`config.mk`:
```
export PLATFORM = sky130hd
export DESIGN_NAME = TagMerge
export DESIGN_NICKNAME = d
export VERILOG_FILES = /design/src/rtl/CorePkg.sv /design/src/rtl/TagMerge.sv
export SDC_FILE = /design/constraint.sdc
export NUM_CORES = 1
export LEC_CHECK = 0
export BUFFER_PORTS_ARGS = -buffer_cell sky130_fd_sc_hd__buf_2
export CAP_MARGIN = 20
export CELL_PAD_IN_SITES_DETAIL_PLACEMENT = 1
export CELL_PAD_IN_SITES_GLOBAL_PLACEMENT = 1
export CORE_MARGIN = 5
export CORE_UTILIZATION = 33
export CTS_BUF_LIST = sky130_fd_sc_hd__clkbuf_8
export DETAILED_ROUTE_END_ITERATION = 7
export PLACE_DENSITY_LB_ADDON = 0.1
export SYNTH_ARGS = -nofsm -noshare
export SYNTH_HDL_FRONTEND = slang
export SYNTH_SLANG_ARGS = --single-unit
```
`constraint.sdc`:
```
create_clock -name clk -period 2.5 [get_ports clk]
set_input_delay 0.375 -clock clk [delete_from_list [all_inputs] [get_ports clk]]
set_output_delay 0.375 -clock clk [all_outputs]
set_load 0.05 [all_outputs]
```
`src/rtl/CorePkg.sv`:
```
`default_nettype none

package CorePkg;

  //////////////////////////////
  // Field widths

  // PC word split
  localparam int pcCodeW = 8;
  localparam int pcDataW = 24;
  // Config write split, address above value
  localparam int regAddrW = 8;
  localparam int confW = 16;
  // Tag word split
  localparam int tagW = 11;
  localparam int ctW = 9;
  localparam int payloadW = tagW + ctW;

  //////////////////////////////
  // Word types

  typedef struct packed {
    logic [pcCodeW-1:0] code;
    logic [pcDataW-1:0] data;
  } pcWordT;

  // Chip-bound word, kind above payload
  typedef struct packed {
    logic kind;
    logic [payloadW-1:0] payload;
  } bdWordT;

  typedef struct packed {
    logic [tagW-1:0] tag;
    logic [ctW-1:0] ct;
  } tagCtT;

  // PC codes
  localparam logic [pcCodeW-1:0] codeBdWord = 8'd0;
  localparam logic [pcCodeW-1:0] codeConfWrite = 8'd1;

  // Chip word kinds
  localparam logic kindFwd = 1'b0;
  localparam logic kindTag = 1'b1;

  // Register map, one period and one tag address per generator
  localparam logic [regAddrW-1:0] regTimeUnit = 8'd0;
  localparam logic [regAddrW-1:0] regGenEnable = 8'd1;
  localparam logic [regAddrW-1:0] regGenPeriodBase = 8'd2;
  localparam logic [regAddrW-1:0] regGenTagBase = 8'd10;

  // Top level defaults
  localparam int nGensDef = 8;
  localparam int nTimeDef = 48;
  localparam int nUnitDef = 16;
  localparam int fifoDepthDef = 4;

endpackage

`default_nettype wire
```
`src/rtl/TagMerge.sv`:
```
`timescale 1ns/10ps
`default_nettype none

module TagMerge (
  input logic clk,
  input logic rstN,
  input logic [CorePkg::payloadW-1:0] fwd,
  input logic fwdValid,
  output logic fwdReady,
  input CorePkg::tagCtT tag,
  input logic tagValid,
  output logic tagReady,
  output CorePkg::bdWordT bdOut,
  output logic bdOutValid,
  input logic bdOutReady
);

  import CorePkg::*;

  logic canLoad;
  logic pickTag;
  logic anyValid;
  // Set when a tag won the last load
  logic lastTag;

  //////////////////////////////
  // Arbitration

  // Output slot free or draining this cycle
  assign canLoad = !bdOutValid || bdOutReady;
  assign anyValid = fwdValid || tagValid;

  // Tag wins alone, or on a tie when forward won last
  assign pickTag = tagValid && (!fwdValid || !lastTag);

  // Both stalled while the output word is held
  assign fwdReady = canLoad && !pickTag;
  assign tagReady = canLoad && pickTag;

  //////////////////////////////
  // Output register

  always_ff @(posedge clk) begin
    if (!rstN) begin
      bdOutValid <= 1'b0;
      lastTag <= 1'b0;
    end else if (canLoad && anyValid) begin
      bdOutValid <= 1'b1;
      lastTag <= pickTag;
    end else if (bdOutReady) begin
      bdOutValid <= 1'b0;
    end
  end

  // Kind bit above the chosen payload
  always_ff @(posedge clk) begin
    if (canLoad && anyValid) begin
      if (pickTag) begin
        bdOut.kind <= kindTag;
        bdOut.payload <= tag;
      end else begin
        bdOut.kind <= kindFwd;
        bdOut.payload <= fwd;
      end
    end
  end

endmodule

`default_nettype wire

```
# Yosys cells after proc, flatten, opt, wreduce, memory -nomap -nowiden
# Cells that the tools add are included.
[totals]
inputBits = 45
regBits = 23
wordCells = 19
out_inout_bits = 24
[op_classes]
n_mux = 3
n_reduce_logical = 12
[ops]
columns = ["operator", "count"]
rows = [
  ["21-bit two-way mux", 1],
  ["1-bit logical AND", 4],
  ["1-bit logical NOT", 4],
  ["1-bit logical OR", 3],
  ["1-bit two-way mux", 2],
  ["2-bit nonzero test", 1],
]

# Depth between registers and ports, before layout
[logic_depth]
ltp_word = 5
ltp_mapped = 5
ltp_nobuf = 3

# Worst setup path after synthesis
# Ideal clock, no wire load.
[synth_path]
kind = "flip-flop to flip-flop"
from = "register bdOutValid"
to = "register bdOut[0] (netlist name), enable pin"
required_time_ns = 2.101
path_buffers = 0
arrival_ns = 1.629
setup_slack_ns = 0.473
path_stages_with_launch = 3
setup_time_ns = 0.399
synth_period_minus_slack_ns = 2.027
cell_sequence = "dfxtp_1 nor2b_1 nor2_1"
[synth_via]
elab_chain_cells = 3
[synth_lines]
columns = ["item", "line_no", "source"]
rows = [
  ["start, declared", "TagMerge.sv:14", "output logic bdOutValid,"],
  ["start signal, assigned", "TagMerge.sv:45", "bdOutValid <= 1'b0;"],
  ["start signal, assigned", "TagMerge.sv:48", "bdOutValid <= 1'b1;"],
  ["start signal, assigned", "TagMerge.sv:51", "bdOutValid <= 1'b0;"],
  ["1-bit logical NOT", "TagMerge.sv:30", "assign canLoad = !bdOutValid || bdOutReady;"],
  ["1-bit logical OR", "TagMerge.sv:30", ""],
  ["1-bit logical AND", "TagMerge.sv:57", "if (canLoad && anyValid) begin"],
  ["end, declared", "TagMerge.sv:13", "output CorePkg::bdWordT bdOut,"],
]
# No other way between the ends.
# A chain may end at the register's enable or synchronous reset.

# Final worst setup path
[layout_path]
from = "register lastTag"
to = "output port tagReady"
[layout_via]
elab_chain_cells = 4
[layout_lines]
columns = ["item", "line_no", "source"]
rows = [
  ["start, declared", "TagMerge.sv:24", "logic lastTag;"],
  ["start signal, assigned", "TagMerge.sv:49", "lastTag <= pickTag;"],
  ["1-bit logical NOT", "TagMerge.sv:34", "assign pickTag = tagValid && (!fwdValid || !lastTag);"],
  ["1-bit logical OR", "TagMerge.sv:34", ""],
  ["1-bit logical AND", "TagMerge.sv:34", ""],
  ["1-bit logical AND", "TagMerge.sv:38", "assign tagReady = canLoad && pickTag;"],
  ["end, declared", "TagMerge.sv:12", "output logic tagReady,"],
]
# No other way between the ends.

==> results.toml <==
[run_status]
status = "completed"

[layout]
drive_gt1_share_pct = 76.2
post-route-util_pct = 48.3
n_antenna_cell = 0
nets = 172
areaGrowthSynthToFinish_pct = 38.3

[placement]
port_buffers = 68
gp_congestion = 0.679
hpwl_um = 1850

[clock_tree]
clock_sinks = 23
clock_latency_ns = 0.26
cts_max_level = 1
hold_buffers = 0
cts_tree = "done"
cts_resized = 0
cts_buffers = 3
clockBufferDepth = 2
post-cts-setup-buffer-count = 0
cts.clk_slew.worst_paths_ns = 0.08
ctsRootBufferMaster = "clkbuf_8"

[floorplanning]
die_y_um = 67.1
io_pins = 69
start_util_pct = 34.9
core_area_mm2 = 0.00308
row_count = 20
dieArea_mm2 = 0.00450
dieWidth_um = 67.1

[synthesis]
synth_seq_cells = 23
synth.largest_area_cell = "edfxtp_1"
seq_area_frac_synth_pct = 62.4
yosys_warnings = 0
synth_top_area_share_pct = 58.7
syn_inst = 56
mappedNetlistArea_mm2 = 0.00107
synth_area_per_cell_um2 = 19.2
ys_types = 12
yosys-top-cells-area = "edfxtp_1 59%, mux2_4 24%, buf_12 3.7%"
syn_nets = 101

[run]
max_cap_violations = 0

[worst_setup_path]
crit_type = "flop to primary output"
required_ns = 2.12
crit_path_start_kind = "flop"
endpoint_kind = "primary output"
arrival_ns = 1.51
cp_max_fo = 23
reg2reg_setup_slack_ns = 1.08

[power_and_ir_drop]
ir_worst_vdd_mv = 0.211
p_per_area_mw_per_mm2 = 662
p_leak_uw = 0.000704

[global_route]
grt_use_total_pct = 9.89
first_global_vias = 778
grt_antenna_before_repair = 0
grt-ovfl-total = 0
grt_max_degree = 24
grt_pass1_wl_um = 3350

[sta]
final-setup-viol-count = 0
max_slew_margin_pct = 65.6
period_needed_ns = 1.89
period_share_pct = 75.6
clock_skew_ns = 0.00203
slew_viol_final = 0
tightest_slew_ns = 0.516
hold_viol_final = 0
rsz0062_at_grt = "no"
tns_ns = 0
clock.fmax_mhz = 529

[detailed_routing]
first_pass_iters = 3
viasPerCell = 4.31
routed_wl_um = 2310
drt_iter0_drc = 12
route.detailed.drc = 0
wl_per_cell_um = 13.6
ant_nets = 0
route.vias.total = 733

[hold_path]
hp-class = "primary input to flop"
==> final timing paths <==
path / start / to / cells after the start
setup / recovery: lastTag$_SDFFE_PN0P_ / tagReady / 4
hold / removal: rstN / bdOutValid$_SDFFE_PN0P_ / 2
hold reg to reg: lastTag$_SDFFE_PN0P_ / lastTag$_SDFFE_PN0P_ / 1
setup reg to reg: lastTag$_SDFFE_PN0P_ / bdOut[19]$_DFFE_PP_ / 3
==> layer usage <==
layer,global-route usage (%),share of wire (%)
met1,10.2,35
met2,18.2,53
met3,3.20,12
met4,3.80,0.39
met5,0,0
==> cells in the mapped netlist <==
master	count
o221a_2	1
buf_6	1
nor2_1	3
and2_4	1
nand2_1	1
o31a_2	1
nor2b_1	3
mux2_2	3
mux2_4	17
edfxtp_1	21
buf_12	2
dfxtp_1	2
==> per-stage QoR <==
step / hold slack, ns / total power (uW) / setup WS [ns] / area [um2] / cells
2_1_floorplan: 0.497 / 701 / 0.473 / 1070 / 56
3_3_place_gp: 0.508 / 768 / 0.736 / 1440 / 166
3_5_place_dp: 0.542 / 773 / 0.669 / 1440 / 166
4_1_cts: 0.345 / 1000 / 0.561 / 1490 / 170
5_1_grt: 0.345 / 1030 / 0.515 / 1490 / 170
6_report: 0.356 / 984 / 0.610 / 1490 / 170
==> registers in the layout, indices dropped and copies added, names as in the netlist <==
signal	flops
bdOutValid	1
bdOut	21
lastTag	1
==> report_power, final <==
part / internal, uW / switching, uW
Combinational: 101 / 187
Clock: 110 / 114
Sequential: 464 / 8.15
==> cell usage in the layout (no fill, tap or decap) <==
master     n
buf_2     68
edfxtp_1  21
mux2_4    17
nor2b_1    3
mux2_2     3
clkbuf_8   3
nor2_1     2
dfxtp_1    2
nand2_1    1
and2_4     1
nor2_2     1
o31a_2     1
o221a_2    1
inv_1      1
buf_12     1
==> cells by family after synthesis <==
| group | share of synthesized area [%] |
|---|---|
| flops | 62.4 |
| mux | 26.9 |
| simple gates | 3.96 |
| buf+inv | 4.77 |
| compound gates | 1.98 |
==> final cells by class <==
class	count	area, um2
flip-flops and latches	23	671
repair buffers	69	360
well taps	44	55.1
multi-input cells	30	355
clock buffers	3	41.3
clock inverters	1	3.75
fillers	344	1590
==> worst max-delay path, cell delays in order (launching register included) <==
cell	delay (ns)
dfxtp_1	0.32
nand2_1	0.08
and2_4	0.40
nor2b_1	0.19
buf_2	0.27
No activity file was read; power rests on OpenSTA's default activity.
