## src/rtl/CorePkg.sv

```systemverilog
`default_nettype none

package CorePkg;

  //////////////////////////////
  // Field widths

  // PC word split
  localparam int pcCodeW = 8;
  localparam int pcDataW = 24;
  // Config write split, address above value
  localparam int regAddrW = 8;
  localparam int confW = 16;
  // Tag word split
  localparam int tagW = 11;
  localparam int ctW = 9;
  localparam int payloadW = tagW + ctW;

  //////////////////////////////
  // Word types

  typedef struct packed {
    logic [pcCodeW-1:0] code;
    logic [pcDataW-1:0] data;
  } pcWordT;

  // Chip-bound word, kind above payload
  typedef struct packed {
    logic kind;
    logic [payloadW-1:0] payload;
  } bdWordT;

  typedef struct packed {
    logic [tagW-1:0] tag;
    logic [ctW-1:0] ct;
  } tagCtT;

  // PC codes
  localparam logic [pcCodeW-1:0] codeBdWord = 8'd0;
  localparam logic [pcCodeW-1:0] codeConfWrite = 8'd1;

  // Chip word kinds
  localparam logic kindFwd = 1'b0;
  localparam logic kindTag = 1'b1;

  // Register map, one period and one tag address per generator
  localparam logic [regAddrW-1:0] regTimeUnit = 8'd0;
  localparam logic [regAddrW-1:0] regGenEnable = 8'd1;
  localparam logic [regAddrW-1:0] regGenPeriodBase = 8'd2;
  localparam logic [regAddrW-1:0] regGenTagBase = 8'd10;

  // Top level defaults
  localparam int nGensDef = 8;
  localparam int nTimeDef = 48;
  localparam int nUnitDef = 16;
  localparam int fifoDepthDef = 4;

endpackage

`default_nettype wire
```

## src/rtl/TimeMgr.sv

```systemverilog
`timescale 1ns/10ps
`default_nettype none

module TimeMgr #(
  parameter int nUnit = CorePkg::nUnitDef,
  parameter int nTime = CorePkg::nTimeDef
) (
  input logic clk,
  input logic rstN,
  input logic [nUnit-1:0] timeUnit,
  output logic unitPulse,
  output logic [nTime-1:0] timeElapsed
);

  logic [nUnit-1:0] cycleCt;
  // Last seen unit, a change restarts the divider
  logic [nUnit-1:0] lastUnit;
  logic unitChanged;
  logic unitDone;

  assign unitChanged = (timeUnit != lastUnit);
  // Last cycle of the current unit
  assign unitDone = (timeUnit != '0) && (cycleCt == timeUnit - 1'b1);

  // Pulse and elapsed count change on the same edge
  always_ff @(posedge clk) begin
    if (!rstN) begin
      cycleCt <= '0;
      lastUnit <= '0;
      unitPulse <= 1'b0;
      timeElapsed <= '0;
    end else begin
      lastUnit <= timeUnit;
      if (unitChanged || timeUnit == '0) begin
        // Divider idle or restarting
        cycleCt <= '0;
        unitPulse <= 1'b0;
      end else if (unitDone) begin
        cycleCt <= '0;
        unitPulse <= 1'b1;
        timeElapsed <= timeElapsed + 1'b1;
      end else begin
        cycleCt <= cycleCt + 1'b1;
        unitPulse <= 1'b0;
      end
    end
  end

endmodule

`default_nettype wire

```

## config.mk

```make
export PLATFORM = sky130hd
export DESIGN_NAME = TimeMgr
export DESIGN_NICKNAME = d
export VERILOG_FILES = /design/src/rtl/CorePkg.sv /design/src/rtl/TimeMgr.sv
export SDC_FILE = /design/constraint.sdc
export NUM_CORES = 1
export LEC_CHECK = 0
export BUFFER_PORTS_ARGS = -buffer_cell sky130_fd_sc_hd__buf_2
export CORE_AREA = 2 2 88 132
export DETAILED_ROUTE_END_ITERATION = 8
export DIE_AREA = 0 0 90 134
export GPL_TIMING_DRIVEN = 0
export PLACE_DENSITY = 0.63
export REMOVE_ABC_BUFFERS = 1
export SLEW_MARGIN = 25
export SYNTH_ARGS = -nofsm -noshare
export SYNTH_HDL_FRONTEND = slang
export SYNTH_SLANG_ARGS = --single-unit
```

## constraint.sdc

```tcl
create_clock -name clk -period 3.6 [get_ports clk]
set_clock_uncertainty 0.05 [all_clocks]
set_input_delay 0.54 -clock clk [delete_from_list [all_inputs] [get_ports clk]]
set_output_delay 0.54 -clock clk [all_outputs]
set_load 0.02 [all_outputs]
```

* Word level (Yosys, flattened, before mapping)
Cells that the tools add are included. Widths: inputs -> output; s select.
Storage, ports and cells: register bits after elaboration 81, bits in latches 0, RAM bits 0, memory bits (read-only) 0, input port bits 18, output and inout bits 49, word-level logic and storage cells 19, memories 0
Operators by class: add/sub/neg operators 3, multiply operators 0, div/mod/pow operators 0, magnitude comparators 0, equality and inequality tests 2, shift-type cells 0, muxes and demuxes 1, bitwise logic cells 2, reductions and logical operators 7
Operators by type and width (number):
- $add 48x1->48 const B | 1
- $add 16x1->16 const B | 1
- $eq 16x16->1 | 1
- $logic_not 16->1 | 1
- $ne 16x16->1 | 1
- $reduce_bool 16->1 | 1
- $sub 16x1->16 const B | 1
- $reduce_or 3->1 | 1
- $not 1->1 | 2
- $reduce_and 2->1 | 1
- $reduce_or 2->1 | 1
- $logic_and 1x1->1 | 1
- $logic_or 1x1->1 | 1
- $mux 1 | 1

* Longest topological paths before layout
depth after elaboration 4, mapped depth 13, gate-level depth less buffers 9

* Worst setup path before layout
Ideal clock, no wire load.
path type input to register, start point in timeUnit[0], end point reg timeElapsed[20], setup time 0.132 ns, arrival time 3.241 ns, required time 3.418 ns, path slack 0.177 ns, stages on the path 13, path buffers 4, cells stage by stage clkbuf_1 inv_1 ha_1 or4b_4 o41a_1 or3_1 a21oi_1 o221ai_2 buf_2 buf_6 buf_2 o31ai_1 a21oi_1
On the way: cells in the longest elaborated chain, start to end 4, elaborated cells on any way between the ends 9, those cells by class add/sub (1); eq/ne (2); bitwise (1); reduce/logical (5)
RTL lines:
- from (decl) | RTL line TimeMgr.sv:10 | input logic [nUnit-1:0] timeUnit,
- $sub 16x1->16 (tied with other cells) | RTL line TimeMgr.sv:23 | assign unitDone = (timeUnit != '0) && (cycleCt == timeUnit - 1'b1);
- $eq 16x16->1 or $logic_or 1x1->1 (tied branches) | RTL line TimeMgr.sv:23, TimeMgr.sv:34
- $logic_and 1x1->1 or $not 1->1 (tied branches)
- $reduce_and 2->1 (no line) *
- to (signal assigned) | RTL line TimeMgr.sv:41 | timeElapsed <= timeElapsed + 1'b1;
- to (decl) | RTL line TimeMgr.sv:12 | output logic [nTime-1:0] timeElapsed
Mark *: on every way between the ends. The rest lies on a longest branch, timed or not. A chain may end at the register's enable or synchronous reset.

* Worst setup path in the final report
start point in timeUnit[0], end point reg timeElapsed[21]
The elaborated chain is that of the path after synthesis.

==> impl_metrics.py <==
metrics = {
    "global_routing": {
        "grt_max_degree": 80,
        "grt_usage": 0.1929,
        "grt_overflow_total": 0,
        "grt_pass1_vias": 3968,
        "antenna_found_initial": 0,
        "grt_pass1_wl_um": 19310,
    },
    "detailed_routing": {
        "vias_per_cell": 5.952,
        "drtAntennaViolNets": 0,
        "drt_pass1_iterations": 5,
        "route.detailed.drc": 0,
        "drt_iter0_markers": 201,
        "avgRoutedWirePerCell_um": 16.55,
        "via_count": 4351,
        "routed_wl_um": 12100,
    },
    "cells_and_area": {
        "drive_gt1_frac": 0.1798,
        "syn_to_final_growth_pct": 17.22,
        "layout_common_cells": "dfxtp_1, buf_2, a21oi_1, or4_1",
        "fillers": 1108,
        "nNetsFinal": 600,
        "finalNonFillerCells": 731,
        "layout_commonest_cell": "dfxtp_1",
        "diodes": 0,
        "post-route-util": 0.4928,
    },
    "critical_path": {
        "path_class": "in2reg",
        "critPathArrivalTime_ps": 3690,
        "cp-end-kind": "flop",
        "crit_path_max_fanout": 26,
        "critPathLaunchType": "primary input",
        "crit_required_ps": 3820,
    },
    "sta": {
        "min_period_ps": 3465,
        "fin_crit_sh": 0.9625,
        "rsz0062_at_grt": "false",
        "slew_headroom": 0.3902,
        "timing.fmax_mhz": 288.6,
        "drv_slew": 0,
        "finalSetupViolCount": 0,
        "final-hold-violation-count": 0,
        "worst_slew_pin_slew_ps": 914.7,
        "timing.hold.ws_ps": 440.0,
        "fin_tns_setup_ps": 0,
    },
    "power": {
        "switching_power_mw": 0.4287,
        "seq_power_share": 0.473,
        "irDropWorstVdd_mv": 0.3004,
        "p_leak_nw": 1.879,
        "p_comb_frac": 0.060,
        "p_int_mw": 1.496,
        "swShare": 0.2227,
        "clkPwrFrac": 0.467,
        "powerDensity_nw_per_um2": 357.1,
    },
    "clocking": {
        "numCtsBuffers": 9,
        "clock_latency_ps": 340,
        "clkTransAtPathRegs_ps": 60,
        "cts_root_buf": "clkbuf_16",
        "clkSinkCount": 81,
        "clockBufferDepth": 2,
        "ctsHoldBuffers": 0,
        "cts_tree": "done",
        "htreeDepth": 3,
    },
    "floorplanning": {
        "start_util": 0.4204,
        "rows": 47,
        "die_y_um": 134,
        "die-area_um2": 12060,
        "core_area_um2": 10940,
        "io-pin-count": 67,
        "die_w_um": 90,
    },
    "run": {
        "drv_cap": 0,
    },
    "logic_synthesis": {
        "ys_seq_elements": 81,
        "synth_edf_count": 0,
        "synthFlopType": "dfxtp_1",
        "synth_area_um2": 4598,
        "synthCells": 542,
        "synth.yosys.seq_area_share": 0.3527,
        "yosys_warnings": 0,
        "async_reset_ff_frac": 0,
        "synth_cell_type_count": 50,
        "syn_avg_cell_area_um2": 8.484,
    },
    "run_status": {
        "outcome": "finished clean",
    },
    "placement": {
        "portBuffers": 66,
        "place_inst": 710,
        "routabilityCongestion": 0.8094,
        "hpwl_um": 7843,
    },
    "min_path": {
        "min_path_type": "in2reg",
    },
}
[Yosys cell counts, types with 3 or more instances]
cell | instances | area share
o311ai_0 | 7 | 0.013
xnor2_1 | 32 | 0.061
mux2i_1 | 3 | 0.0065
a21oi_1 | 42 | 0.046
nand2_1 | 19 | 0.016
nand4_1 | 23 | 0.031
nand3_1 | 37 | 0.040
nor3_1 | 9 | 0.0098
and3_1 | 24 | 0.033
or3_1 | 8 | 0.011
buf_6 | 3 | 0.0073
nand2b_1 | 12 | 0.016
or4_1 | 40 | 0.065
o21ai_0 | 6 | 0.0065
and2_1 | 19 | 0.026
nor4b_1 | 12 | 0.023
nor4_1 | 5 | 0.0068
o41ai_1 | 7 | 0.013
o31ai_1 | 37 | 0.060
nor2_1 | 14 | 0.011
ha_1 | 3 | 0.0082
clkbuf_1 | 29 | 0.024
inv_1 | 8 | 0.0065
dfxtp_1 | 81 | 0.35
xor2_1 | 13 | 0.025
buf_2 | 12 | 0.013
and4_1 | 4 | 0.0076
[metal layers]
| metal | vias up | share of wire | GRT usage |
|---|---|---|---|
| met1 | 2085 | 0.42 | 0.2288 |
| met2 | 111 | 0.52 | 0.3409 |
| li1 | 2146 | - | - |
| met3 | 9 | 0.052 | 0.05056 |
| met5 | - | 0 | 0 |
| met4 | 0 | 0.012 | 0.05897 |
[worst max-delay path: stages]
cell and delay, ps:
buf_2 150, inv_1 120, ha_4 190, or4b_4 510, o41a_1 340, or3_1 390
a21oi_2 200, o221ai_4 190, clkbuf_16 230, buf_8 150, or4_1 500, a21oi_1 160
[kinds of logic after synthesis]
logic type / Yosys count / share of synthesized area
xor+xnor: 45 / 0.08571
flops: 81 / 0.3527
fa+ha+maj: 3 / 0.008164
buf+inv: 57 / 0.05606
simple gates: 242 / 0.3287
mux: 3 / 0.006531
compound gates: 111 / 0.1622
[per-stage QoR]
step / area (µm²) / power [mW] / worst slack (ps)
2_1_floorplan: 4370 / 0.9890 / -737.1
3_3_place_gp: 4885 / 1.034 / -1986
3_5_place_dp: 5004 / 1.043 / -413.2
4_1_cts: 5335 / 1.952 / 63.60
5_1_grt: 5390 / 1.998 / 13.27
6_report: 5390 / 1.925 / 135.0
[power groups by stage]
stage	combinational, mW	sequential (mW)	clock (mW)
final	0.116	0.910	0.899
after global routing	0.129	0.910	0.958
after floorplan	0.0598	0.929	0
after detailed placement	0.113	0.930	0
after global placement	0.104	0.930	0
after CTS	0.114	0.910	0.928
[registers in the layout, indices dropped and copies added, names as in the netlist]
| name | flops |
|---|---|
| lastUnit | 16 |
| timeElapsed | 48 |
| cycleCt | 16 |
| unitPulse | 1 |
[layout make-up]
cell class                 instances  area [µm²]  share of cell area
clock buffer                      15       287.8             0.05339
clock inverter                     1       7.507            0.001393
inverter                           8       30.03            0.005571
multi-input combinational        405        2775              0.5149
sequential                        81        1622              0.3008
tap                              147       183.9             0.03412
timing repair buffer              74       484.2             0.08983
[final timing paths]
kind	depth (start not counted)	end	slack, ps	from
hold / removal	2	lastUnit[15]	440	timeUnit[15]
setup / recovery	12	timeElapsed[21]	130	timeUnit[0]
setup reg to reg	7	timeElapsed[47]	270	timeElapsed[3]
hold reg to reg	2	timeElapsed[47]	440	timeElapsed[47]
[timing repair]
| item | CTS | global route |
|---|---|---|
| pin swaps | 1 | 1 |
| gates cloned | 0 | 2 |
| buffers inserted | 2 | 1 |
| gates resized for setup | 2 | 5 |
| endpoints found under the hold margin | 0 | 0 |
| endpoints found under the setup margin | 11 | 39 |
Note: power is estimated with default switching activity, not from simulation.
