==> src/rtl/ChannelFifo.sv <==
`timescale 1ns/10ps
`default_nettype none

module ChannelFifo #(
  parameter int depth = 4,
  parameter type payloadT = logic [31:0]
) (
  input logic clk,
  input logic rstN,
  input payloadT inData,
  input logic inValid,
  output logic inReady,
  output payloadT outData,
  output logic outValid,
  input logic outReady
);

  // Pointer needs at least one bit even for a single entry
  localparam int ptrW = (depth > 1) ? $clog2(depth) : 1;
  localparam int countW = $clog2(depth + 1);

  payloadT mem [depth];
  logic [ptrW-1:0] rdPtr;
  logic [ptrW-1:0] wrPtr;
  logic [countW-1:0] count;
  logic push;
  logic pop;

  // Wrap at depth, works for any depth
  function automatic logic [ptrW-1:0] nextPtr(input logic [ptrW-1:0] ptr);
    if (ptr == ptrW'(depth - 1)) begin
      return '0;
    end
    return ptr + 1'b1;
  endfunction

  // Room left while below depth
  assign inReady = (count < countW'(depth));
  assign outValid = (count != '0);
  // Head of queue straight from storage
  assign outData = mem[rdPtr];

  assign push = inValid && inReady;
  assign pop = outValid && outReady;

  always_ff @(posedge clk) begin
    if (!rstN) begin
      rdPtr <= '0;
      wrPtr <= '0;
      count <= '0;
    end else begin
      if (push) begin
        wrPtr <= nextPtr(wrPtr);
      end
      if (pop) begin
        rdPtr <= nextPtr(rdPtr);
      end
      // Occupancy, unchanged when both or neither happen
      case ({push, pop})
        2'b10: count <= count + 1'b1;
        2'b01: count <= count - 1'b1;
        default: count <= count;
      endcase
    end
  end

  // Storage
  always_ff @(posedge clk) begin
    if (push) begin
      mem[wrPtr] <= inData;
    end
  end

endmodule

`default_nettype wire

==> config.mk <==
export PLATFORM = sky130hd
export DESIGN_NAME = ChannelFifo
export DESIGN_NICKNAME = d
export VERILOG_FILES = /design/src/rtl/ChannelFifo.sv
export SDC_FILE = /design/constraint.sdc
export NUM_CORES = 1
export LEC_CHECK = 0
export ABC_AREA = 1
export BUFFER_PORTS_ARGS = -buffer_cell sky130_fd_sc_hd__buf_2
export CORE_MARGIN = 1
export CORE_UTILIZATION = 51
export DETAILED_ROUTE_END_ITERATION = 8
export GPL_TIMING_DRIVEN = 1
export PLACE_DENSITY = 0.71
export SLEW_MARGIN = 20
export SYNTH_ARGS = -nofsm -noshare
export SYNTH_HDL_FRONTEND = slang
export SYNTH_SLANG_ARGS = --single-unit
==> constraint.sdc <==
create_clock -name clk -period 2.4 [get_ports clk]
set_input_delay 0.36 -clock clk [delete_from_list [all_inputs] [get_ports clk]]
set_output_delay 0.36 -clock clk [all_outputs]
set_load 0.02 [all_outputs]
==> Word level (Yosys, flattened, before mapping) <==
Memories as Yosys holds them, arrays and structs flattened. A register that Yosys moved wholly into a read port is not among the register bits.
Index checks and enable logic that the tools add are counted.
{ "totals": {"memories": 1, "register_bits": 7, "output_inout_bits": 34, "in_bits": 36, "ram_bits": 128, "wordCells": 32} }
{ "mem_list": {"columns": ["name", "depth", "width", "rd", "rd_clocked_by_memory_dff", "wr", "line", "text"], "rows": [
  ["mem", 4, 32, 1, 1, 1, "22", "payloadT mem [depth];"]
]} }
{ "classes": {"n_reduce_logical": 4, "order_cmp": 1, "add_sub_neg": 4, "n_eq_ne": 4, "muxes": 15} }
{ "ops": {"columns": ["cell", "count"], "rows": [
  ["2-to-1 mux 2 bit", 6],
  ["2-to-1 mux 1 bit", 8],
  ["equality test 2 bit (second input constant)", 3],
  ["case mux 3 bit (2 select lines)", 1],
  ["adder 2 x 1 -> 2 bit (second input constant)", 2],
  ["adder 3 x 1 -> 3 bit (second input constant)", 1],
  ["< comparator 3 bit (second input constant)", 1],
  ["nonzero test 3 bit", 1],
  ["subtractor 3 x 1 -> 3 bit (second input constant)", 1],
  ["equality test 2 x 1 -> 1 bit (second input constant)", 1],
  ["logical AND 1 bit", 2],
  ["nonzero test 2 bit", 1]
]} }

==> Depth between registers and ports, before layout <==
Gate-level depths: netlist of run 1.
{ "depth": {"depth_word": 7, "mapped_depth": 12, "depth_no_buf": 12} }

==> Worst setup path after synthesis of run 1 <==
OpenSTA, ideal clock, no wires.
{ "synth_timing": {"path_type": "reg2reg", "start": "register count[2]", "end": "memory mem[0][0] in the netlist's numbering, enable pin", "t_required_ns": 1.979, "setup_ns": 0.421, "stages_incl_launch_ff": 4, "synth_period_minus_slack_ns": 2.438, "setup_slack_ns": -0.038, "t_arrival_ns": 2.017, "path_buffers": 0, "path_cell_list": "dfxtp_1 > inv_1 > nand2_2 > nor2_1"} }
{ "synth_between": {"elab_chain_cells": 4} }
{ "synth_lines": {"columns": ["element", "line", "text"], "rows": [
  ["start, declared", "25", "logic [countW-1:0] count;"],
  ["start signal, assigned", "60", "2'b10: count <= count + 1'b1;"],
  ["start signal, assigned", "61", "2'b01: count <= count - 1'b1;"],
  ["start signal, assigned", "62", "default: count <= count;"],
  ["< comparator 3 bit", "38", "assign inReady = (count < countW'(depth));"],
  ["net inReady", "12", "output logic inReady,"],
  ["logical AND 1 bit", "43", "assign push = inValid && inReady;"],
  ["2-to-1 mux 1 bit", "69", "if (push) begin"],
  ["2-to-1 mux 1 bit (not written as such)", "70", "mem[wrPtr] <= inData;"],
  ["end, declared", "22", null]
]} }
The timed path passes the listed nets, and every way through them passes these cells.

==> out/results.ini, run 1 <==
[run_status]
outcome=finished, final reports clean

[layout]
n_fill_cell=706
regArea_sq_um=4030
layout-drive-gt1-share=0.256
multi_input_area_sq_um=1030
syn2layout_area_growth_pct=20.7
antenna_cells=0
layout.nets=495

[timing]
fin_crit_ns=2.25
finalMaxSlewViolations=0
worst_slack_ns=0.155
fin_worst_skew_ns=0.00789
post-route-period-util=0.935
fmax_ghz=0.445
tightest_slew_ns=0.379
max_slew_margin=0.747
tns_ns=0
setup_viol=0
fin_hold_ws_ns=0.0601
hold_viol=0
rsz0062_at_grt=no

[synth]
yosys.area_share.simple=0.0643
syn_nets=414
yosysWarnings=0
yosysSeqAreaShare=0.766
synth_top_family_by_area=compound AO/OA/AOI/OAI gates
ys_seq_elements=137
avgSynthCellArea_sq_um=14.2
synth_xor_area_frac=0
synth-compound-area-share=0.109
syn_area_sq_um=5250
syn_inst=371
ys_types=22
synthAdderAreaFrac=0.0181
muxShareOfSynthArea=0

[die]
die_w_microns=103
coreArea_sq_um=9860
num_rows=36
start_util=0.532
die_area_sq_um=10700
fp.dieH_microns=103
io_pins=70

[cts]
cts_tree=done
cts.reportedPaths.clkPinSlew_ns=0.06
clk_latency_ns=0.51
clock_sinks=137
max-clock-path-buffers=2
cts_hold_buffers=0
numCtsBuffers=17
postCtsResizedCells=0
htreeDepth=4
post_cts_buffers=0
root_buffer=clkbuf_8

[placement]
post-place-ws_ns=0.589
hpwl_microns=5860
io_buffers=69
gp_congestion=0.727

[worst_setup_path]
critical_path.top_delay_family=buffers and inverters
worst_ep_required_time_ns=2.04
path_cells=buf_4 -> o21ai_0 -> o22ai_1 -> buf_2
endpoint_kind=output pin
path_class=reg -> out
crit_arrival_ns=1.89
crit_slowest_cell=dfxtp_2
start_kind=flip-flop
slowest_delay_ns=0.39
crit_path_max_fanout=32
cp_num_buf_inv=2

[routing]
avgRoutedWirePerCell_microns=16.8
wl_met1_microns=4270
routed.top_layer=met4
drc=0
dr.pass1.iters=4
ant_nets=0
wl_met3_microns=654
wl_met2_microns=5040
drt-total-wl_microns=10100
vias=3246
drt_iter0_markers=159
via_per_inst=5.43

[hold_path]
hp-class=in -> reg

[global_route]
antenna_found_initial=0
track_usage=0.199
grt_max_degree=65
grt-ovfl-total=0
grt_pass1_vias=3072
grt_pass1_wl_microns=15200

[power]
vdd_drop_max_mv=0.601
power.leakage_nw=2.30
powerDensity_nw_per_um2=1240

[flow_run]
cap_violations=0

## power by group
part           internal, mW  switching, mW
Sequential             2.92         0.0817
Combinational         0.650           1.52
Clock                  1.70          0.960
Total                  5.27           2.56
## cells in the mapped netlist
| cell | number | area, sq um |
|---|---|---|
| fa_1 | 1 | 20.0 |
| clkbuf_1 | 1 | 3.75 |
| ha_1 | 6 | 75.1 |
| nand3_1 | 4 | 20.0 |
| nand2_2 | 1 | 6.26 |
| dfxtp_1 | 9 | 180 |
| o22ai_1 | 32 | 200 |
| inv_1 | 14 | 52.6 |
| nor2_1 | 72 | 270 |
| nand4_1 | 1 | 6.26 |
| edfxtp_1 | 128 | 3840 |
| a21oi_1 | 6 | 30.0 |
| nand2_1 | 6 | 22.5 |
| buf_6 | 9 | 101 |
| inv_2 | 1 | 3.75 |
| buf_2 | 6 | 30.0 |
| or2_2 | 1 | 6.26 |
| inv_8 | 1 | 11.3 |
| and2_1 | 1 | 6.26 |
| o21ai_0 | 40 | 200 |
| o21ai_1 | 28 | 140 |
| buf_4 | 3 | 22.5 |
## final timing paths
path	start	end	slack (ns)	cells past startpoint
worst min register to register	count[0]$_SDFFE_PN0P_	count[0]$_SDFFE_PN0P_	0.45	1
worst max register to register	count[0]$_SDFFE_PN0P_	count[2]$_SDFFE_PN0P_	0.57	11
worst max-delay path	flip-flop	outData[9]	0.15	4
worst min-delay path	inData[10]	mem[0][10]$_DFFE_PP_	0.06	1
## per-layer routing
layer	track usage	up-vias
met5	0	-
met4	0.0813	0
met3	0.0578	12
met2	0.334	112
met1	0.244	1578
li1	-	1544
## metrics by stage
stage                     utilization  instances  power (mW)  cell area [sq um]
after floorplan                     -        371        4.58               5250
after global placement          0.581        566        5.16               5730
after detailed placement        0.581        566        5.22               5730
after CTS                       0.643        598        7.88               6340
after global routing            0.643        598        8.21               6340
final                           0.643        598        7.84               6340
## area by class of cell
| type | count | share of cell area |
|---|---|---|
| repair buffers | 81 | 0.0687 |
| clock buffers | 19 | 0.0665 |
| well taps | 133 | 0.0262 |
| flip-flops and latches | 137 | 0.635 |
| clock inverters | 13 | 0.0300 |
| multi-input cells | 199 | 0.163 |
| inverters | 16 | 0.0107 |
## cells in the final DEF, fill, tap and decap left out, drive strengths merged
| cell | instances |
|---|---|
| bufinv | 4 |
| fa | 1 |
| dfxtp | 9 |
| nand3 | 4 |
| nand2 | 7 |
| nand4 | 1 |
| edfxtp | 128 |
| a21oi | 6 |
| buf | 81 |
| clkinvlp | 3 |
| and2 | 1 |
| or2 | 1 |
| clkbuf | 19 |
| o22ai | 32 |
| ha | 6 |
| nor2 | 72 |
| o21ai | 68 |
| clkinv | 2 |
| inv | 20 |
## sequential cells by signal, summed over array words and instances, names as in the netlist, named ones only
| signal | flops |
|---|---|
| count | 3 |
| mem | 128 |
| rdPtr | 2 |
| wrPtr | 2 |
## kinds of logic (layout without fill, tap and decap cells)
logic type                 Yosys count  after routing
DFF                                137            137
adders and majority gates            7              7
buffers and inverters               35            129
and+or+nand+nor                     86             86
AOI/OAI and AO/OA                  106            106
Power figures use the tool's default switching activity.
==> run 2, diff against run 1 <==
- BUFFER_PORTS_ARGS: -buffer_cell sky130_fd_sc_hd__buf_2 -> -buffer_cell sky130_fd_sc_hd__buf_4
==> run 2 against run 1 <==
Register-to-register slack better by 0.03 ns; routed wire length is 0.77% higher; non-clock buffer count shrank 3; clock power about the same; power increased by 2.7%; core utilization rose by 1.8 points; sequential cell count unchanged; hold slack got worse by 0.012 ns; sequential share of layout area decreased by 1.7 points; largest cell class unchanged.
==> out/results.ini, run 2 (synthesis gave the netlist of run 1 again) <==
[power]
powerDensity_nw_per_um2=1240  ; about the same
combPwrFrac=0.295  ; +0.018
vdd_drop_max_mv=0.618  ; +3.0%
clockPowerShare=0.330  ; -0.009
power.internal_mw=5.47  ; +3.7%
p_switching_mw=2.58  ; +0.69%
seqPwrFrac=0.374  ; -0.010
power_switching_share=0.321  ; -0.00654
power.leakage_nw=2.36  ; +2.5%
power.total_mw=8.05  ; +2.7%

[cts]
postCtsResizedCells=0  ; unchanged
clock_sinks=137  ; unchanged
post_cts_buffers=0  ; unchanged
cts_hold_buffers=0  ; unchanged
cts_tree=done
numCtsBuffers=17  ; unchanged
root_buffer=clkbuf_8
max-clock-path-buffers=2  ; unchanged
cts.reportedPaths.clkPinSlew_ns=0.06  ; about the same
clk_latency_ns=0.51  ; about the same
htreeDepth=4  ; unchanged

[timing]
max_slew_margin=0.597  ; -0.150
hold_viol=0  ; unchanged
tns_ns=0  ; unchanged
finalMaxSlewViolations=0  ; unchanged
rsz0062_at_grt=no
tightest_slew_ns=0.602  ; +0.223 ns
fin_crit_ns=2.22  ; -0.0275 ns
worst_slack_ns=0.182  ; +0.0275 ns
post-route-period-util=0.924  ; -0.0115
fin_hold_ws_ns=0.0482  ; -0.0119 ns
fin_worst_skew_ns=0.00905  ; +0.00116 ns
fmax_ghz=0.451  ; +1.2%
setup_viol=0  ; unchanged

[global_route]
grt_pass1_wl_microns=15400  ; +1.4%
antenna_found_initial=0  ; unchanged
gr-max-usage-layer=met2
grt_use_met1=0.243  ; -0.000922
grt_pass1_vias=3078  ; +0.20%
grt-ovfl-total=0  ; unchanged
use_met3=0.0571  ; -0.000672
track_usage=0.201  ; +0.00148
grt_max_degree=65  ; unchanged
grtUsageMet2=0.347  ; +0.0127

[die]
num_rows=36  ; unchanged
die_area_sq_um=10700  ; unchanged
io_pins=70  ; unchanged
fp.dieH_microns=103  ; unchanged
coreArea_sq_um=9860  ; unchanged
die_w_microns=103  ; unchanged
start_util=0.532  ; unchanged

[placement]
post-place-ws_ns=0.572  ; -0.0164 ns
io_buffers=69  ; unchanged
hpwl_microns=5850  ; -0.17%
gp_congestion=0.719  ; -0.98%

[layout]
largest_reg_flops=128  ; unchanged
final_cell_mix=edfxtp_1 (128), buf_4 (76), nor2_1 (68)
layout-drive-gt1-share=0.254  ; -0.00212
antenna_cells=0  ; unchanged
layout.nets=492  ; -0.61%
syn2layout_area_growth_pct=24.0
top_register=mem
utilization=0.660  ; +0.0178
largestRegisters=mem x128, count x3
final_common_cell=edfxtp_1

[worst_setup_path]
path_class=reg -> out
rr_startpoint=count[2]$_SDFFE_PN0P_
r2r_slack_ns=0.60  ; +0.03 ns
crit_arrival_ns=1.86  ; -0.03 ns
endpoint_kind=output pin
crit_path_max_fanout=36  ; +13%
worst_ep_required_time_ns=2.04  ; about the same
start_kind=flip-flop

[routing]
dr.pass1.iters=4  ; unchanged
vias=3190  ; -1.7%
via_per_inst=5.37  ; -1.1%
avgRoutedWirePerCell_microns=17.1  ; +1.5%
drc=0  ; unchanged
ant_nets=0  ; unchanged
drt-total-wl_microns=10200  ; +0.77%
drt_iter0_markers=105  ; -34%

[hold_path]
min_from=inData[10]
hp-class=in -> reg

[flow_run]
cap_violations=0  ; unchanged

[run_status]
outcome=finished, final reports clean

[run 2: changes by cell type in the layout (fill, tap and decap cells not counted), sizes merged]
| cell | before | now |
|---|---|---|
| inv | 20 | 18 |
| clkinvlp | 3 | 2 |
| clkbuf | 19 | 17 |
| buf | 81 | 78 |
| clkinv | 2 | 6 |
[run 2: cell type report]
type / instances / area (sq um)
Multi-Input combinational cell: 199 / 1030
Inverter: 16 / 68.8
Fill cell: 699 / 3350
Tap cell: 133 / 166
Clock buffer: 17 / 414
Timing Repair Buffer: 78 / 611
Sequential cell: 137 / 4030
Clock inverter: 14 / 196
[run 2: worst paths after layout]
kind                      endpoint  depth (start not counted)
max reg2reg  count[2]$_SDFFE_PN0P_                         12
max                     outData[1]                          4
min           mem[3][10]$_DFFE_PP_                          1
min reg2reg  count[0]$_SDFFE_PN0P_                          1
[run 2: metal layers]
metal / part of all wire / vias to the layer above
met4: 0.011 / 0
met3: 0.054 / 9
met5: 0 / -
met1: 0.41 / 1553
li1: - / 1530
met2: 0.52 / 98
[run 2: power by group through the flow]
stage	Clock (mW)	Combinational (mW)	Sequential (mW)
detailed placement	0	2.38	3.06
finish	2.66	2.38	3.01
CTS	2.69	2.41	3.01
floorplan	0	1.54	3.04
global route	2.80	2.59	3.04
global placement	0	2.33	3.05
[run 2: critical path, stage by stage, from the launching register on]
cell and delay [ns]:
dfxtp_2 0.39, buf_4 0.36, o21ai_0 0.16, o22ai_1 0.25
buf_4 0.19
[run 2: per-stage QoR]
stage                     area (sq um)  cells
after floorplan                   5250    371
after global routing              6520    594
after detailed placement          5900    563
final                             6520    594
after global placement            5900    563
after CTS                         6510    594
==> run 3, diff against run 2 <==
- CORE_UTILIZATION: 51 -> 61
- PLACE_DENSITY: 0.71 -> 0.8
- clock period: 2.4 -> 2.74 ns (I/O delays scaled with it)
==> run 3 against run 2 <==
Hold slack improved by 0.024 ns; routed wire length up 4.2%; non-clock buffer count is the same; final cell count down 4.5%; power decreased by 14%; worst setup slack improved by 0.18 ns; final area fell by 1.0%; sequential power decreased by 12%; via count up 5.3%; clock skew fell by 0.0042 ns; critical endpoint is now outData[4].
==> out/results.ini, run 3 (synthesis gave the netlist of run 1 again) <==
[power]
power_switching_share=0.332  ; +0.0116
power.leakage_nw=2.33  ; -0.95%
seqPwrFrac=0.386  ; +0.012
vdd_drop_max_mv=0.708  ; +15%
power.total_mw=6.91  ; -14%
clockPowerShare=0.311  ; -0.019
powerDensity_nw_per_um2=1070  ; -13%
combPwrFrac=0.303  ; +0.008
p_switching_mw=2.30  ; -11%
power.internal_mw=4.61  ; -16%

[routing]
drt-total-wl_microns=10600  ; +4.2%
avgRoutedWirePerCell_microns=18.7  ; +9.2%
vias=3359  ; +5.3%
drc=0  ; unchanged
ant_nets=0  ; unchanged
via_per_inst=5.92  ; +10%
drt_iter0_markers=276  ; +160%
dr.pass1.iters=5  ; +1

[cts]
cts.reportedPaths.clkPinSlew_ns=0.06  ; about the same
numCtsBuffers=17  ; unchanged
max-clock-path-buffers=2  ; unchanged
cts_tree=done
clk_latency_ns=0.53  ; +0.02 ns
postCtsResizedCells=0  ; unchanged
htreeDepth=4  ; unchanged
cts_hold_buffers=0  ; unchanged
clock_sinks=137  ; unchanged
root_buffer=clkbuf_8
post_cts_buffers=0  ; unchanged

[flow_run]
cap_violations=0  ; unchanged

[layout]
syn2layout_area_growth_pct=22.7
fin_cells=567  ; -4.5%
layout.nets=492  ; unchanged
top_register=mem
final_cell_mix=edfxtp_1 (128), buf_4 (75), nor2_1 (68)
n_fill_cell=472  ; -32%
largest_reg_flops=128  ; unchanged
antenna_cells=0  ; unchanged
layout-drive-gt1-share=0.255  ; +0.00162
largestRegisters=mem x128, count x3
final_common_cell=edfxtp_1

[placement]
io_buffers=69  ; unchanged
hpwl_microns=6000  ; +2.6%
dp.cells=535  ; -5.0%
gp_congestion=0.737  ; +2.4%

[worst_setup_path]
r2r_slack_ns=0.88  ; +0.28 ns
crit_end=outData[4]
endpoint_kind=output pin
r2r-end=mem[2][1]$_DFFE_PP_
rr_startpoint=wrPtr[0]$_SDFFE_PN0P_
start_kind=flip-flop
path_class=reg -> out
worst_ep_required_time_ns=2.33  ; +0.29 ns
crit_path_max_fanout=22  ; -39%
crit_arrival_ns=1.97  ; +0.11 ns
rr_worst_depth=5  ; -7

[timing]
fin_hold_ws_ns=0.0722  ; +0.0240 ns
finalMaxSlewViolations=0  ; unchanged
tightest_slew_ns=0.691  ; +0.0886 ns
fin_crit_ns=2.38
fmax_ghz=0.420
max_slew_margin=0.538  ; -0.0592
hold_viol=0  ; unchanged
tns_ns=0  ; unchanged
rsz0062_at_grt=no
fin_worst_skew_ns=0.00483  ; -0.00422 ns
setup_viol=0  ; unchanged
post-route-period-util=0.869

[run_status]
outcome=finished, final reports clean

[global_route]
grt-ovfl-total=0  ; unchanged
antenna_found_initial=0  ; unchanged
track_usage=0.255  ; +0.0543
grt_pass1_wl_microns=16200  ; +5.3%
grt_max_degree=65  ; unchanged
grt_pass1_vias=3359  ; +9.1%

[die]
coreArea_sq_um=8260  ; -16%
fp.dieH_microns=94.8  ; -8.4%
die_area_sq_um=8990  ; -16%
die_w_microns=94.8  ; -8.4%
num_rows=33  ; -8.3%
io_pins=70  ; unchanged
start_util=0.636  ; +0.104

[hold_path]
hp-class=in -> reg

-- run 3: cell types whose count changed in the layout (fill, tap and decap cells not counted), sizes merged --
cell / before / now
bufinv: 4 / 2
clkinvlp: 2 / 4
clkbuf: 17 / 18
-- run 3: how the worst min path moves through the flow --
stage	start	end	slack, ns	cells after the start
CTS	inData[10]	mem[2][10]$_DFFE_PP_	0.07	1
detailed placement	count[0]$_SDFFE_PN0P_	count[0]$_SDFFE_PN0P_	0.47	1
finish	inData[10]	mem[2][10]$_DFFE_PP_	0.07	1
global route	inData[10]	mem[2][10]$_DFFE_PP_	0.07	1
global placement	count[0]$_SDFFE_PN0P_	count[0]$_SDFFE_PN0P_	0.44	1
floorplan	count[0]$_SDFFE_PN0P_	count[0]$_SDFFE_PN0P_	0.42	1
-- run 3: per-stage QoR --
step	utilization	setup WS (ns)	instance area [sq um]
after floorplan	-	0.302	5250
after global placement	0.712	0.902	5880
after detailed placement	0.712	0.859	5880
after CTS	0.781	0.348	6450
after global routing	0.781	0.264	6450
final	0.781	0.359	6450
-- run 3: worst max-delay path: stages, from the launching register on --
cell     delay (ns)
dfxtp_2        0.54
buf_4          0.31
o21ai_0        0.15
o22ai_1        0.24
buf_4          0.19
-- run 3: final cells by class --
cell class | count | area [sq um] | area share
multi-input cells | 199 | 1030 | 0.160
repair buffers | 78 | 623 | 0.0966
flip-flops and latches | 137 | 4030 | 0.624
well taps | 105 | 131 | 0.0204
clock buffers | 18 | 418 | 0.0648
clock inverters | 14 | 149 | 0.0231
inverters | 16 | 67.6 | 0.0105
-- run 3: routing by layer --
layer	up-vias	part of all wire	track usage
met4	0	0.019	0.138
met2	178	0.53	0.433
met1	1631	0.37	0.301
met5	-	0	0
li1	1532	-	-
met3	18	0.079	0.0596
-- run 3: power groups by stage --
stage	combinational (mW)	sequential [mW]	clock, mW
floorplan	1.35	2.67	0
global placement	2.02	2.69	0
detailed placement	2.08	2.70	0
CTS	2.11	2.66	2.16
global route	2.26	2.68	2.25
finish	2.10	2.66	2.15
